`src/hdl/pov_cfg.svh`:
```
// Build-time sizing for the POV column driver
// Column word is lanes times bits per lane and must fit the 24-bit pixel field
// Frame length must equal opcode + address + pixel fields of the command
`ifndef POV_CFG_SVH
`define POV_CFG_SVH

// Serial data lanes into the LED driver chips
`define POV_LANES 3

// Bits shifted per lane for one column
`define POV_LANE_BITS 8

// One stored column word
`define POV_COL_BITS (`POV_LANES * `POV_LANE_BITS)

// Column RAM depth
`define POV_MAX_COLS 64

// SPI command and status frame length in bits
`define POV_FRAME_BITS 40

`endif

```
`src/hdl/pov_pkg.sv`:
```
// Shared types for the POV column driver
// Command and status words are POV_FRAME_BITS wide, MSB first on the wire
`include "pov_cfg.svh"

package pov_pkg;

    // RAM word address width
    localparam int POV_ADDR_BITS = $clog2(`POV_MAX_COLS);

    // First byte of every command frame
    typedef enum logic [7:0] {
        OP_COL_WR = 8'h01,
        OP_CFG    = 8'h02
    } pov_opcode_e;

    // Column write view
    typedef struct packed {
        pov_opcode_e              opcode;
        logic [7:0]               col_addr;
        logic [`POV_COL_BITS-1:0] pixels;
    } pov_col_wr_t;

    // Display configuration view
    typedef struct packed {
        pov_opcode_e opcode;
        logic        display_enable;
        logic [14:0] reserved;
        logic [7:0]  sclk_div;
        logic [7:0]  col_count;
    } pov_cfg_t;

    // One frame, decoded by its opcode
    typedef union packed {
        pov_col_wr_t col_wr;
        pov_cfg_t    cfg;
    } pov_cmd_u;

    // Reply shifted out on MISO
    typedef struct packed {
        logic [15:0] frame_count;
        logic [7:0]  cur_col;
        logic [7:0]  col_count;
        logic [6:0]  reserved;
        logic        display_enable;
    } pov_status_t;

    // Column RAM write port
    typedef struct packed {
        logic                     req;
        logic [POV_ADDR_BITS-1:0] addr;
        logic [`POV_COL_BITS-1:0] data;
    } pov_wr_req_t;

    // Column RAM read port
    typedef struct packed {
        logic                     req;
        logic [POV_ADDR_BITS-1:0] addr;
    } pov_rd_req_t;

endpackage

```
`src/hdl/column_store.sv`:
```
// Single-port column RAM shared by the SPI writer and the scanner
// Writes always win; a read waits until no write is pending
// Contents are undefined until written
`timescale 1ns/10ps
`include "pov_cfg.svh"

module column_store import pov_pkg::*; (
    input  logic                     clk,
    input  logic                     rst,
    input  pov_wr_req_t              wr,
    output logic                     wr_gnt,
    input  pov_rd_req_t              rd,
    output logic                     rd_gnt,
    output logic [`POV_COL_BITS-1:0] rd_data,
    output logic                     rd_valid
);

    // One word per column
    logic [`POV_COL_BITS-1:0] mem [`POV_MAX_COLS];

    // Fixed priority arbiter, writer above scanner
    assign wr_gnt = wr.req;
    assign rd_gnt = rd.req && !wr.req;

    // One access per clk through the single port
    always_ff @(posedge clk) begin
        if (wr_gnt) begin
            mem[wr.addr] <= wr.data;
        end else if (rd_gnt) begin
            rd_data <= mem[rd.addr];
        end
    end

    // Read data shows up one clk after its grant
    always_ff @(posedge clk) begin
        if (rst) begin
            rd_valid <= 1'b0;
        end else begin
            rd_valid <= rd_gnt;
        end
    end

endmodule

```
`src/hdl/driver_controller.sv`:
```
// Column scanner feeding serial LED driver chips
// Lane k carries column bits 8k+7 down to 8k, MSB first
// Clearing display_enable finishes the current column before idling
`timescale 1ns/10ps
`include "pov_cfg.svh"

module driver_controller import pov_pkg::*; (
    input  logic                     clk,
    input  logic                     rst,
    input  pov_cfg_t                 cfg,
    output pov_rd_req_t              rd,
    input  logic                     rd_gnt,
    input  logic [`POV_COL_BITS-1:0] rd_data,
    input  logic                     rd_valid,
    output logic                     drv_sclk,
    output logic                     drv_lat,
    output logic                     drv_sof,
    output logic [`POV_LANES-1:0]    drv_sin,
    output logic [7:0]               drv_mux,
    output logic [7:0]               cur_col,
    output logic [15:0]              frame_count
);

    localparam int LB = `POV_LANE_BITS;
    localparam int BW = $clog2(LB);

    typedef enum logic [2:0] {
        S_IDLE,
        S_FETCH,
        S_SHIFT,
        S_LATCH,
        S_ADVANCE
    } state_e;

    state_e                   state;
    logic                     enabled;
    logic                     rd_wait;
    logic [7:0]               col_idx;
    logic [7:0]               div_cnt;
    logic                     div_done;
    logic [BW-1:0]            bit_cnt;
    logic                     last_bit;
    logic                     sin_en;
    logic                     sr_load;
    logic                     sr_step;
    logic [`POV_COL_BITS-1:0] col_sr;

    // Zero columns counts as switched off
    assign enabled  = cfg.display_enable && (cfg.col_count != 8'd0);
    assign div_done = div_cnt >= cfg.sclk_div;
    assign last_bit = bit_cnt == BW'(LB - 1);
    assign cur_col  = col_idx;

    // Shifter control, step at the end of each high phase but the last
    assign sr_load = (state == S_FETCH) && rd_valid;
    assign sr_step = (state == S_SHIFT) && div_done && drv_sclk && !last_bit;

    // Request stays up until granted
    always_comb begin
        rd.req  = (state == S_FETCH) && !rd_wait;
        rd.addr = col_idx[POV_ADDR_BITS-1:0];
    end

    // Per-lane shift register, MSB of each lane drives the pin
    always_ff @(posedge clk) begin
        if (sr_load) begin
            col_sr <= rd_data;
        end else if (sr_step) begin
            for (int k = 0; k < `POV_LANES; k++) begin
                col_sr[k*LB +: LB] <= {col_sr[k*LB +: LB-1], 1'b0};
            end
        end
    end

    // Lanes forced low outside a column shift
    always_comb begin
        for (int k = 0; k < `POV_LANES; k++) begin
            drv_sin[k] = sin_en & col_sr[k*LB + LB - 1];
        end
    end

    always_ff @(posedge clk) begin
        if (rst) begin
            state       <= S_IDLE;
            rd_wait     <= 1'b0;
            col_idx     <= 8'd0;
            div_cnt     <= 8'd0;
            bit_cnt     <= '0;
            sin_en      <= 1'b0;
            drv_sclk    <= 1'b0;
            drv_lat     <= 1'b0;
            drv_sof     <= 1'b0;
            drv_mux     <= 8'd0;
            frame_count <= 16'd0;
        end else begin
            // Single clk pulses
            drv_lat <= 1'b0;
            drv_sof <= 1'b0;
            unique case (state)
                S_IDLE: begin
                    if (enabled) begin
                        // Column count may have shrunk while idle
                        if (col_idx >= cfg.col_count) begin
                            col_idx <= 8'd0;
                        end
                        state <= S_FETCH;
                    end
                end
                S_FETCH: begin
                    if (rd_gnt) begin
                        rd_wait <= 1'b1;
                    end
                    if (rd_valid) begin
                        rd_wait  <= 1'b0;
                        sin_en   <= 1'b1;
                        drv_sclk <= 1'b0;
                        div_cnt  <= 8'd0;
                        bit_cnt  <= '0;
                        state    <= S_SHIFT;
                    end
                end
                S_SHIFT: begin
                    if (div_done) begin
                        div_cnt <= 8'd0;
                        if (!drv_sclk) begin
                            drv_sclk <= 1'b1;
                        end else begin
                            drv_sclk <= 1'b0;
                            if (last_bit) begin
                                // Latch with sclk already low
                                sin_en  <= 1'b0;
                                drv_lat <= 1'b1;
                                state   <= S_LATCH;
                            end else begin
                                bit_cnt <= bit_cnt + 1'b1;
                            end
                        end
                    end else begin
                        div_cnt <= div_cnt + 8'd1;
                    end
                end
                S_LATCH: begin
                    // Row select follows the column just latched
                    drv_mux <= col_idx;
                    state   <= S_ADVANCE;
                end
                S_ADVANCE: begin
                    if (col_idx + 8'd1 >= cfg.col_count) begin
                        col_idx <= 8'd0;
                        if (enabled) begin
                            drv_sof     <= 1'b1;
                            frame_count <= frame_count + 16'd1;
                        end
                    end else begin
                        col_idx <= col_idx + 8'd1;
                    end
                    state <= enabled ? S_FETCH : S_IDLE;
                end
                default: begin
                    state <= S_IDLE;
                end
            endcase
        end
    end

endmodule

```
`src/hdl/pov_top.sv`:
```
// POV LED column driver top, single clock domain
// SPI pins are asynchronous and resynchronized inside the slave
`timescale 1ns/10ps
`include "pov_cfg.svh"

module pov_top import pov_pkg::*; (
    input  logic                  clk,
    input  logic                  rst,
    input  logic                  spi_sclk,
    input  logic                  spi_cs,
    input  logic                  spi_mosi,
    output logic                  spi_miso,
    output logic                  drv_sclk,
    output logic                  drv_lat,
    output logic                  drv_sof,
    output logic [`POV_LANES-1:0] drv_sin,
    output logic [7:0]            drv_mux
);

    // SPI side
    pov_cmd_u    frame;
    logic        frame_valid;
    pov_status_t status;

    // RAM ports
    pov_wr_req_t              wr;
    logic                     wr_gnt;
    pov_rd_req_t              rd;
    logic                     rd_gnt;
    logic [`POV_COL_BITS-1:0] rd_data;
    logic                     rd_valid;

    // Config down, counters back up
    pov_cfg_t    cfg;
    logic [7:0]  cur_col;
    logic [15:0] frame_count;

    spi_slave spi_slave (
        .clk(clk),
        .rst(rst),
        .spi_sclk(spi_sclk),
        .spi_cs(spi_cs),
        .spi_mosi(spi_mosi),
        .spi_miso(spi_miso),
        .status(status),
        .frame(frame),
        .frame_valid(frame_valid)
    );

    spi_cmd_decoder spi_cmd_decoder (
        .clk(clk),
        .rst(rst),
        .frame(frame),
        .frame_valid(frame_valid),
        .wr(wr),
        .wr_gnt(wr_gnt),
        .cfg(cfg),
        .cur_col(cur_col),
        .frame_count(frame_count),
        .status(status)
    );

    column_store column_store (
        .clk(clk),
        .rst(rst),
        .wr(wr),
        .wr_gnt(wr_gnt),
        .rd(rd),
        .rd_gnt(rd_gnt),
        .rd_data(rd_data),
        .rd_valid(rd_valid)
    );

    driver_controller driver_controller (
        .clk(clk),
        .rst(rst),
        .cfg(cfg),
        .rd(rd),
        .rd_gnt(rd_gnt),
        .rd_data(rd_data),
        .rd_valid(rd_valid),
        .drv_sclk(drv_sclk),
        .drv_lat(drv_lat),
        .drv_sof(drv_sof),
        .drv_sin(drv_sin),
        .drv_mux(drv_mux),
        .cur_col(cur_col),
        .frame_count(frame_count)
    );

endmodule

```
`src/hdl/spi_cmd_decoder.sv`:
```
// Turns received SPI frames into column writes and display config
// Unknown opcodes and out-of-range column writes are dropped silently
// A new write frame before the previous grant overwrites the pending write
`timescale 1ns/10ps
`include "pov_cfg.svh"

module spi_cmd_decoder import pov_pkg::*; (
    input  logic        clk,
    input  logic        rst,
    input  pov_cmd_u    frame,
    input  logic        frame_valid,
    output pov_wr_req_t wr,
    input  logic        wr_gnt,
    output pov_cfg_t    cfg,
    input  logic [7:0]  cur_col,
    input  logic [15:0] frame_count,
    output pov_status_t status
);

    logic     is_col_wr;
    logic     is_cfg;
    logic     addr_ok;
    logic     wr_take;
    logic     cfg_take;
    pov_cfg_t cfg_next;

    // Opcode sits in the same byte for both views
    assign is_col_wr = frame.col_wr.opcode == OP_COL_WR;
    assign is_cfg    = frame.cfg.opcode == OP_CFG;
    assign addr_ok   = int'(frame.col_wr.col_addr) < `POV_MAX_COLS;

    assign wr_take  = frame_valid && is_col_wr && addr_ok;
    assign cfg_take = frame_valid && is_cfg;

    // Column count cannot exceed the RAM depth
    always_comb begin
        cfg_next = frame.cfg;
        if (int'(frame.cfg.col_count) > `POV_MAX_COLS) begin
            cfg_next.col_count = 8'(`POV_MAX_COLS);
        end
    end

    // Write request held until the store grants it
    always_ff @(posedge clk) begin
        if (rst) begin
            wr.req <= 1'b0;
        end else begin
            if (wr_gnt) begin
                wr.req <= 1'b0;
            end
            // A fresh frame wins over a grant in the same cycle
            if (wr_take) begin
                wr.req <= 1'b1;
            end
        end
        if (wr_take) begin
            wr.addr <= frame.col_wr.col_addr[POV_ADDR_BITS-1:0];
            wr.data <= frame.col_wr.pixels;
        end
    end

    // Config register, disabled out of reset
    always_ff @(posedge clk) begin
        if (rst) begin
            cfg <= '0;
        end else if (cfg_take) begin
            cfg <= cfg_next;
        end
    end

    // Live reply word for the next SPI transfer
    always_comb begin
        status                = '0;
        status.frame_count    = frame_count;
        status.cur_col        = cur_col;
        status.col_count      = cfg.col_count;
        status.display_enable = cfg.display_enable;
    end

endmodule

```
`src/hdl/spi_slave.sv`:
```
// SPI mode 0 slave, oversampled in the clk domain
// spi_sclk must stay slower than clk/8
// A frame is only passed on if exactly POV_FRAME_BITS bits were clocked in
`timescale 1ns/10ps
`include "pov_cfg.svh"

module spi_slave import pov_pkg::*; (
    input  logic        clk,
    input  logic        rst,
    input  logic        spi_sclk,
    input  logic        spi_cs,
    input  logic        spi_mosi,
    output logic        spi_miso,
    input  pov_status_t status,
    output pov_cmd_u    frame,
    output logic        frame_valid
);

    localparam int FB = `POV_FRAME_BITS;
    // One spare bit so the counter saturates above FB
    localparam int CW = $clog2(FB + 1) + 1;

    // Two sync stages plus one history stage for edges
    logic [2:0]    sclk_q;
    logic [2:0]    cs_q;
    logic [1:0]    mosi_q;
    logic          sclk_rise;
    logic          sclk_fall;
    logic          cs_rise;
    logic          cs_fall;
    logic          cs_active;
    logic [CW-1:0] bit_cnt;
    logic [FB-1:0] rx_sr;
    logic [FB-1:0] tx_sr;

    assign sclk_rise = sclk_q[1] & ~sclk_q[2];
    assign sclk_fall = ~sclk_q[1] & sclk_q[2];
    assign cs_rise   = cs_q[1] & ~cs_q[2];
    assign cs_fall   = ~cs_q[1] & cs_q[2];
    // Chip select is active low
    assign cs_active = ~cs_q[1];

    always_ff @(posedge clk) begin
        if (rst) begin
            sclk_q <= 3'b000;
            cs_q   <= 3'b111;
            mosi_q <= 2'b00;
        end else begin
            sclk_q <= {sclk_q[1:0], spi_sclk};
            cs_q   <= {cs_q[1:0], spi_cs};
            mosi_q <= {mosi_q[0], spi_mosi};
        end
    end

    // Receive side, MSB arrives first
    always_ff @(posedge clk) begin
        if (cs_active && sclk_rise) begin
            rx_sr <= {rx_sr[FB-2:0], mosi_q[1]};
        end
    end

    // Bit counter and frame strobe
    always_ff @(posedge clk) begin
        if (rst) begin
            bit_cnt     <= '0;
            frame_valid <= 1'b0;
        end else begin
            frame_valid <= cs_rise && (bit_cnt == CW'(FB));
            if (cs_fall) begin
                bit_cnt <= '0;
            end else if (cs_active && sclk_rise && (bit_cnt != '1)) begin
                bit_cnt <= bit_cnt + 1'b1;
            end
        end
    end

    // Shift register stays stable while cs is high
    assign frame = rx_sr;

    // Status snapshot at cs fall, advanced on each falling sclk
    always_ff @(posedge clk) begin
        if (rst) begin
            tx_sr <= '0;
        end else if (cs_fall) begin
            tx_sr <= status;
        end else if (cs_active && sclk_fall) begin
            tx_sr <= {tx_sr[FB-2:0], 1'b0};
        end
    end

    assign spi_miso = tx_sr[FB-1];

endmodule

```
`config.mk`:
```
export PLATFORM = sky130hd
export DESIGN_NAME = pov_top
export DESIGN_NICKNAME = d
export VERILOG_FILES = /design/src/hdl/pov_pkg.sv /design/src/hdl/column_store.sv /design/src/hdl/driver_controller.sv /design/src/hdl/pov_top.sv /design/src/hdl/spi_cmd_decoder.sv /design/src/hdl/spi_slave.sv
export VERILOG_INCLUDE_DIRS = /design/src /design/src/hdl
export SDC_FILE = /design/constraint.sdc
export NUM_CORES = 2
export LEC_CHECK = 0
export ABC_AREA = 0
export ABC_CLOCK_PERIOD_IN_PS = 3100
export BUFFER_PORTS_ARGS = -buffer_cell sky130_fd_sc_hd__buf_2
export CORE_ASPECT_RATIO = 0.5
export CORE_MARGIN = 2
export CORE_UTILIZATION = 35
export CTS_CLUSTER_DIAMETER = 30
export CTS_CLUSTER_SIZE = 20
export DETAILED_ROUTE_END_ITERATION = 7
export PLACE_DENSITY = 0.54
export SLEW_MARGIN = 5
export SYNTH_ARGS = -nofsm -noshare
export SYNTH_HDL_FRONTEND = slang
export SYNTH_HIERARCHICAL = 1
export SYNTH_SLANG_ARGS = --single-unit
```
`constraint.sdc`:
```
create_clock -name clk -period 3.1 [get_ports clk]
set_input_delay 0.465 -clock clk [delete_from_list [all_inputs] [get_ports clk]]
set_output_delay 0.465 -clock clk [all_outputs]
set_load 0.05 [all_outputs]
```
==> results.sh <==
export IMPL_status="completed"
export IMPL_cts_buffers_inserted=296
export IMPL_synthesis_area_um2=70090
export IMPL_min_period_ps=3063
export IMPL_row_count=116
export IMPL_coreArea_um2=199600
export IMPL_wirelength_um=190200
export IMPL_timing_slew_headroom=0.3157
export IMPL_grt_max_degree=90
export IMPL_finish_utilization=0.4230
export IMPL_portBuffers=19
export IMPL_syn_mean_instance_area_um2=19.12
export IMPL_clock_latency_ps=920
export IMPL_clock_path_buffers=4
export IMPL_startpoint_type="flip-flop"
export IMPL_routed_via_density=5.422
export IMPL_yosysWarnings=6
export IMPL_finalCritPeriodShare=0.9881
export IMPL_timing_setup_tns_ps=0
export IMPL_grt_first_pass_wirelength_um=270100
export IMPL_cp_max_fo=89
export IMPL_start_util=0.3512
export IMPL_powerDensity_nw_per_um2=689.1
export IMPL_hold_slack_ps=330.5
export IMPL_firstDrtPassIters=5
export IMPL_slew_viol_final=0
export IMPL_hpwl_um=108500
export IMPL_drive_above_1_share=0.2909
export IMPL_cp_top_family="compound AO/OA/AOI/OAI gates"
export IMPL_required_ps=3730
export IMPL_rsz0062_at_grt="yes"
export IMPL_chipHeight_um=320.4
export IMPL_cp_cell_sequence="buf_12, buf_4, mux4_2, o21ai_0, a32oi_1, o311a_1"
export IMPL_critPathMaxStageDelay_ps=460
export IMPL_die_area_um2=204100
export IMPL_crit_cells=6
export IMPL_grt_ovfl_total=0
export IMPL_drc=0
export IMPL_tightest_slew_ps=1024
export IMPL_clk_pin_slew_worst_paths_ps=60
export IMPL_worstSetupPathType="reg2reg"
export IMPL_gp_congestion=0.8392
export IMPL_endpoint_kind="flip-flop"
export IMPL_multi_input_area_um2=16180
export IMPL_drtAntennaViolNets=0
export IMPL_startpoint="driver_controller/cur_col[2]"
export IMPL_max_clock_freq_mhz=326.5
export IMPL_cts_tree="done"
export IMPL_arrival_ps=3690
export IMPL_maxCapViolCount=0
export IMPL_finalSetupViolations=0
export IMPL_antenna_found_initial=10
export IMPL_hold_viol=0
export IMPL_regArea_um2=52210
export IMPL_final_cells=6873
export IMPL_worstHoldPathCells=3
export IMPL_wl_per_cell_um=27.67
export IMPL_fin_nets=4033
export IMPL_grt_use_total=0.1834
export IMPL_num_vias=37260
export IMPL_path_buf_inv=2
export IMPL_r2r_cells=6
export IMPL_syn_inst=3665
export IMPL_drt_iter0_drc=4178
export IMPL_slowest_stage="dfxtp_4"
export IMPL_cts_root_buf="clkbuf_16"
export IMPL_die_w_um=636.9
export IMPL_skew_ps=53.42
export IMPL_r2r_slack_ps=40
export IMPL_regToRegStartpoint="driver_controller/cur_col[2]"
export IMPL_h_tree_depth=5
export IMPL_first_global_vias=36940
export IMPL_fill_cells=17260
export IMPL_r2r_end="column_store/rd_data[22]"
export IMPL_hold_path_class="in2reg"
export IMPL_cts_sinks=1780
export IMPL_areaGrowthSynthToFinish_pct=20.45
export IMPL_ir_drop_mv=0.4245
export IMPL_endpoint="column_store/rd_data[22]"
export IMPL_dp_cells=6338
export IMPL_p_leak_nw=26.21
export IMPL_num_io_pins=20
## flip-flops by register name, indices dropped and copies added (netlist names), 2 cells and up
signal	count
driver_controller/bit_cnt	3
driver_controller/drv_mux	8
driver_controller/cur_col	8
spi_slave/tx_sr	40
column_store/mem	1536
spi_slave/frame	40
driver_controller/state	3
spi_cmd_decoder/wr	31
driver_controller/frame_count	16
spi_slave/bit_cnt	7
spi_slave/cs_q	3
driver_controller/div_cnt	8
driver_controller/col_sr	24
spi_slave/mosi_q	2
spi_slave/sclk_q	3
column_store/rd_data	24
spi_cmd_decoder/cfg	17
## layout make-up
class | count | area share
flip-flops and latches | 1780 | 0.6184
clock inverters | 179 | 0.02392
well taps | 2655 | 0.03935
multi-input cells | 1591 | 0.1916
clock buffers | 336 | 0.09149
repair buffers | 298 | 0.03376
inverters | 30 | 0.001349
diodes | 4 | 0.0001186
## layer usage
| metal | GRT usage | share of wire | wire length (um) | vias to the layer above |
|---|---|---|---|---|
| li1 | - | - | - | 15700 |
| met1 | 0.2631 | 0.44 | 83520 | 19850 |
| met2 | 0.2869 | 0.46 | 88260 | 1465 |
| met3 | 0.03504 | 0.077 | 14670 | 246 |
| met4 | 0.04842 | 0.020 | 3721 | 0 |
| met5 | 0 | 0 | 0 | - |
## power by group
group | leakage, nW | internal [mW] | total (mW) | switching [mW]
clock | 4.68 | 20.7 | 32.1 | 11.4
sequential | 15.9 | 25.9 | 25.9 | 0.0201
combinational | 5.63 | 0.0561 | 0.143 | 0.0874
## what timing repair did
action                                  in CTS  in global routing
gates resized for setup                      2                  3
pin swaps                                    0                  2
endpoints found under the setup margin       2                 22
buffers inserted                             0                  9
gates cloned                                 0                  2
endpoints found under the hold margin       14                  0
hold buffers                                 5                  0
## worst min-delay path: stages
cell and delay [ps]:
dlygate4sd3_1 520, buf_2 90, or2_2 90
## through the flow
step           power, mW  cell area (um2)  worst slack (ps)
2_1_floorplan      26.52            70110             166.0
6_report           58.18            84420             37.01
3_3_place_gp       26.54            74440            -141.4
5_1_grt            59.75            84410            -2.392
4_1_cts            58.66            84250             22.31
3_5_place_dp       26.54            74440            -94.91
## how the worst min path moves through the flow
stage                              from                  to  slack [ps]
floorplan           spi_slave/mosi_q[1]  spi_slave/frame[0]         390
global placement      spi_slave/cs_q[0]   spi_slave/cs_q[1]         390
detailed placement  spi_slave/mosi_q[1]  spi_slave/frame[0]         400
CTS                              spi_cs   spi_slave/cs_q[0]         280
global route                     spi_cs   spi_slave/cs_q[0]         310
finish                           spi_cs   spi_slave/cs_q[0]         330
## placed cells by master (no fill, tap or decap), types with 38 or more instances in the layout
cell type and n:
mux2_2 78, mux4_2 281, nor2_2 64, nor2_1 93, edfxtp_1 1654, a21oi_1 65
a22oi_1 56, mux2i_1 255, buf_4 226, dfxtp_1 121, buf_12 44, a211oi_1 41
nand4_1 38, clkbuf_16 303, nand3_1 49, o21ai_0 48, nand2_1 111, a221oi_1 48
Power figures use the tool's default switching activity.
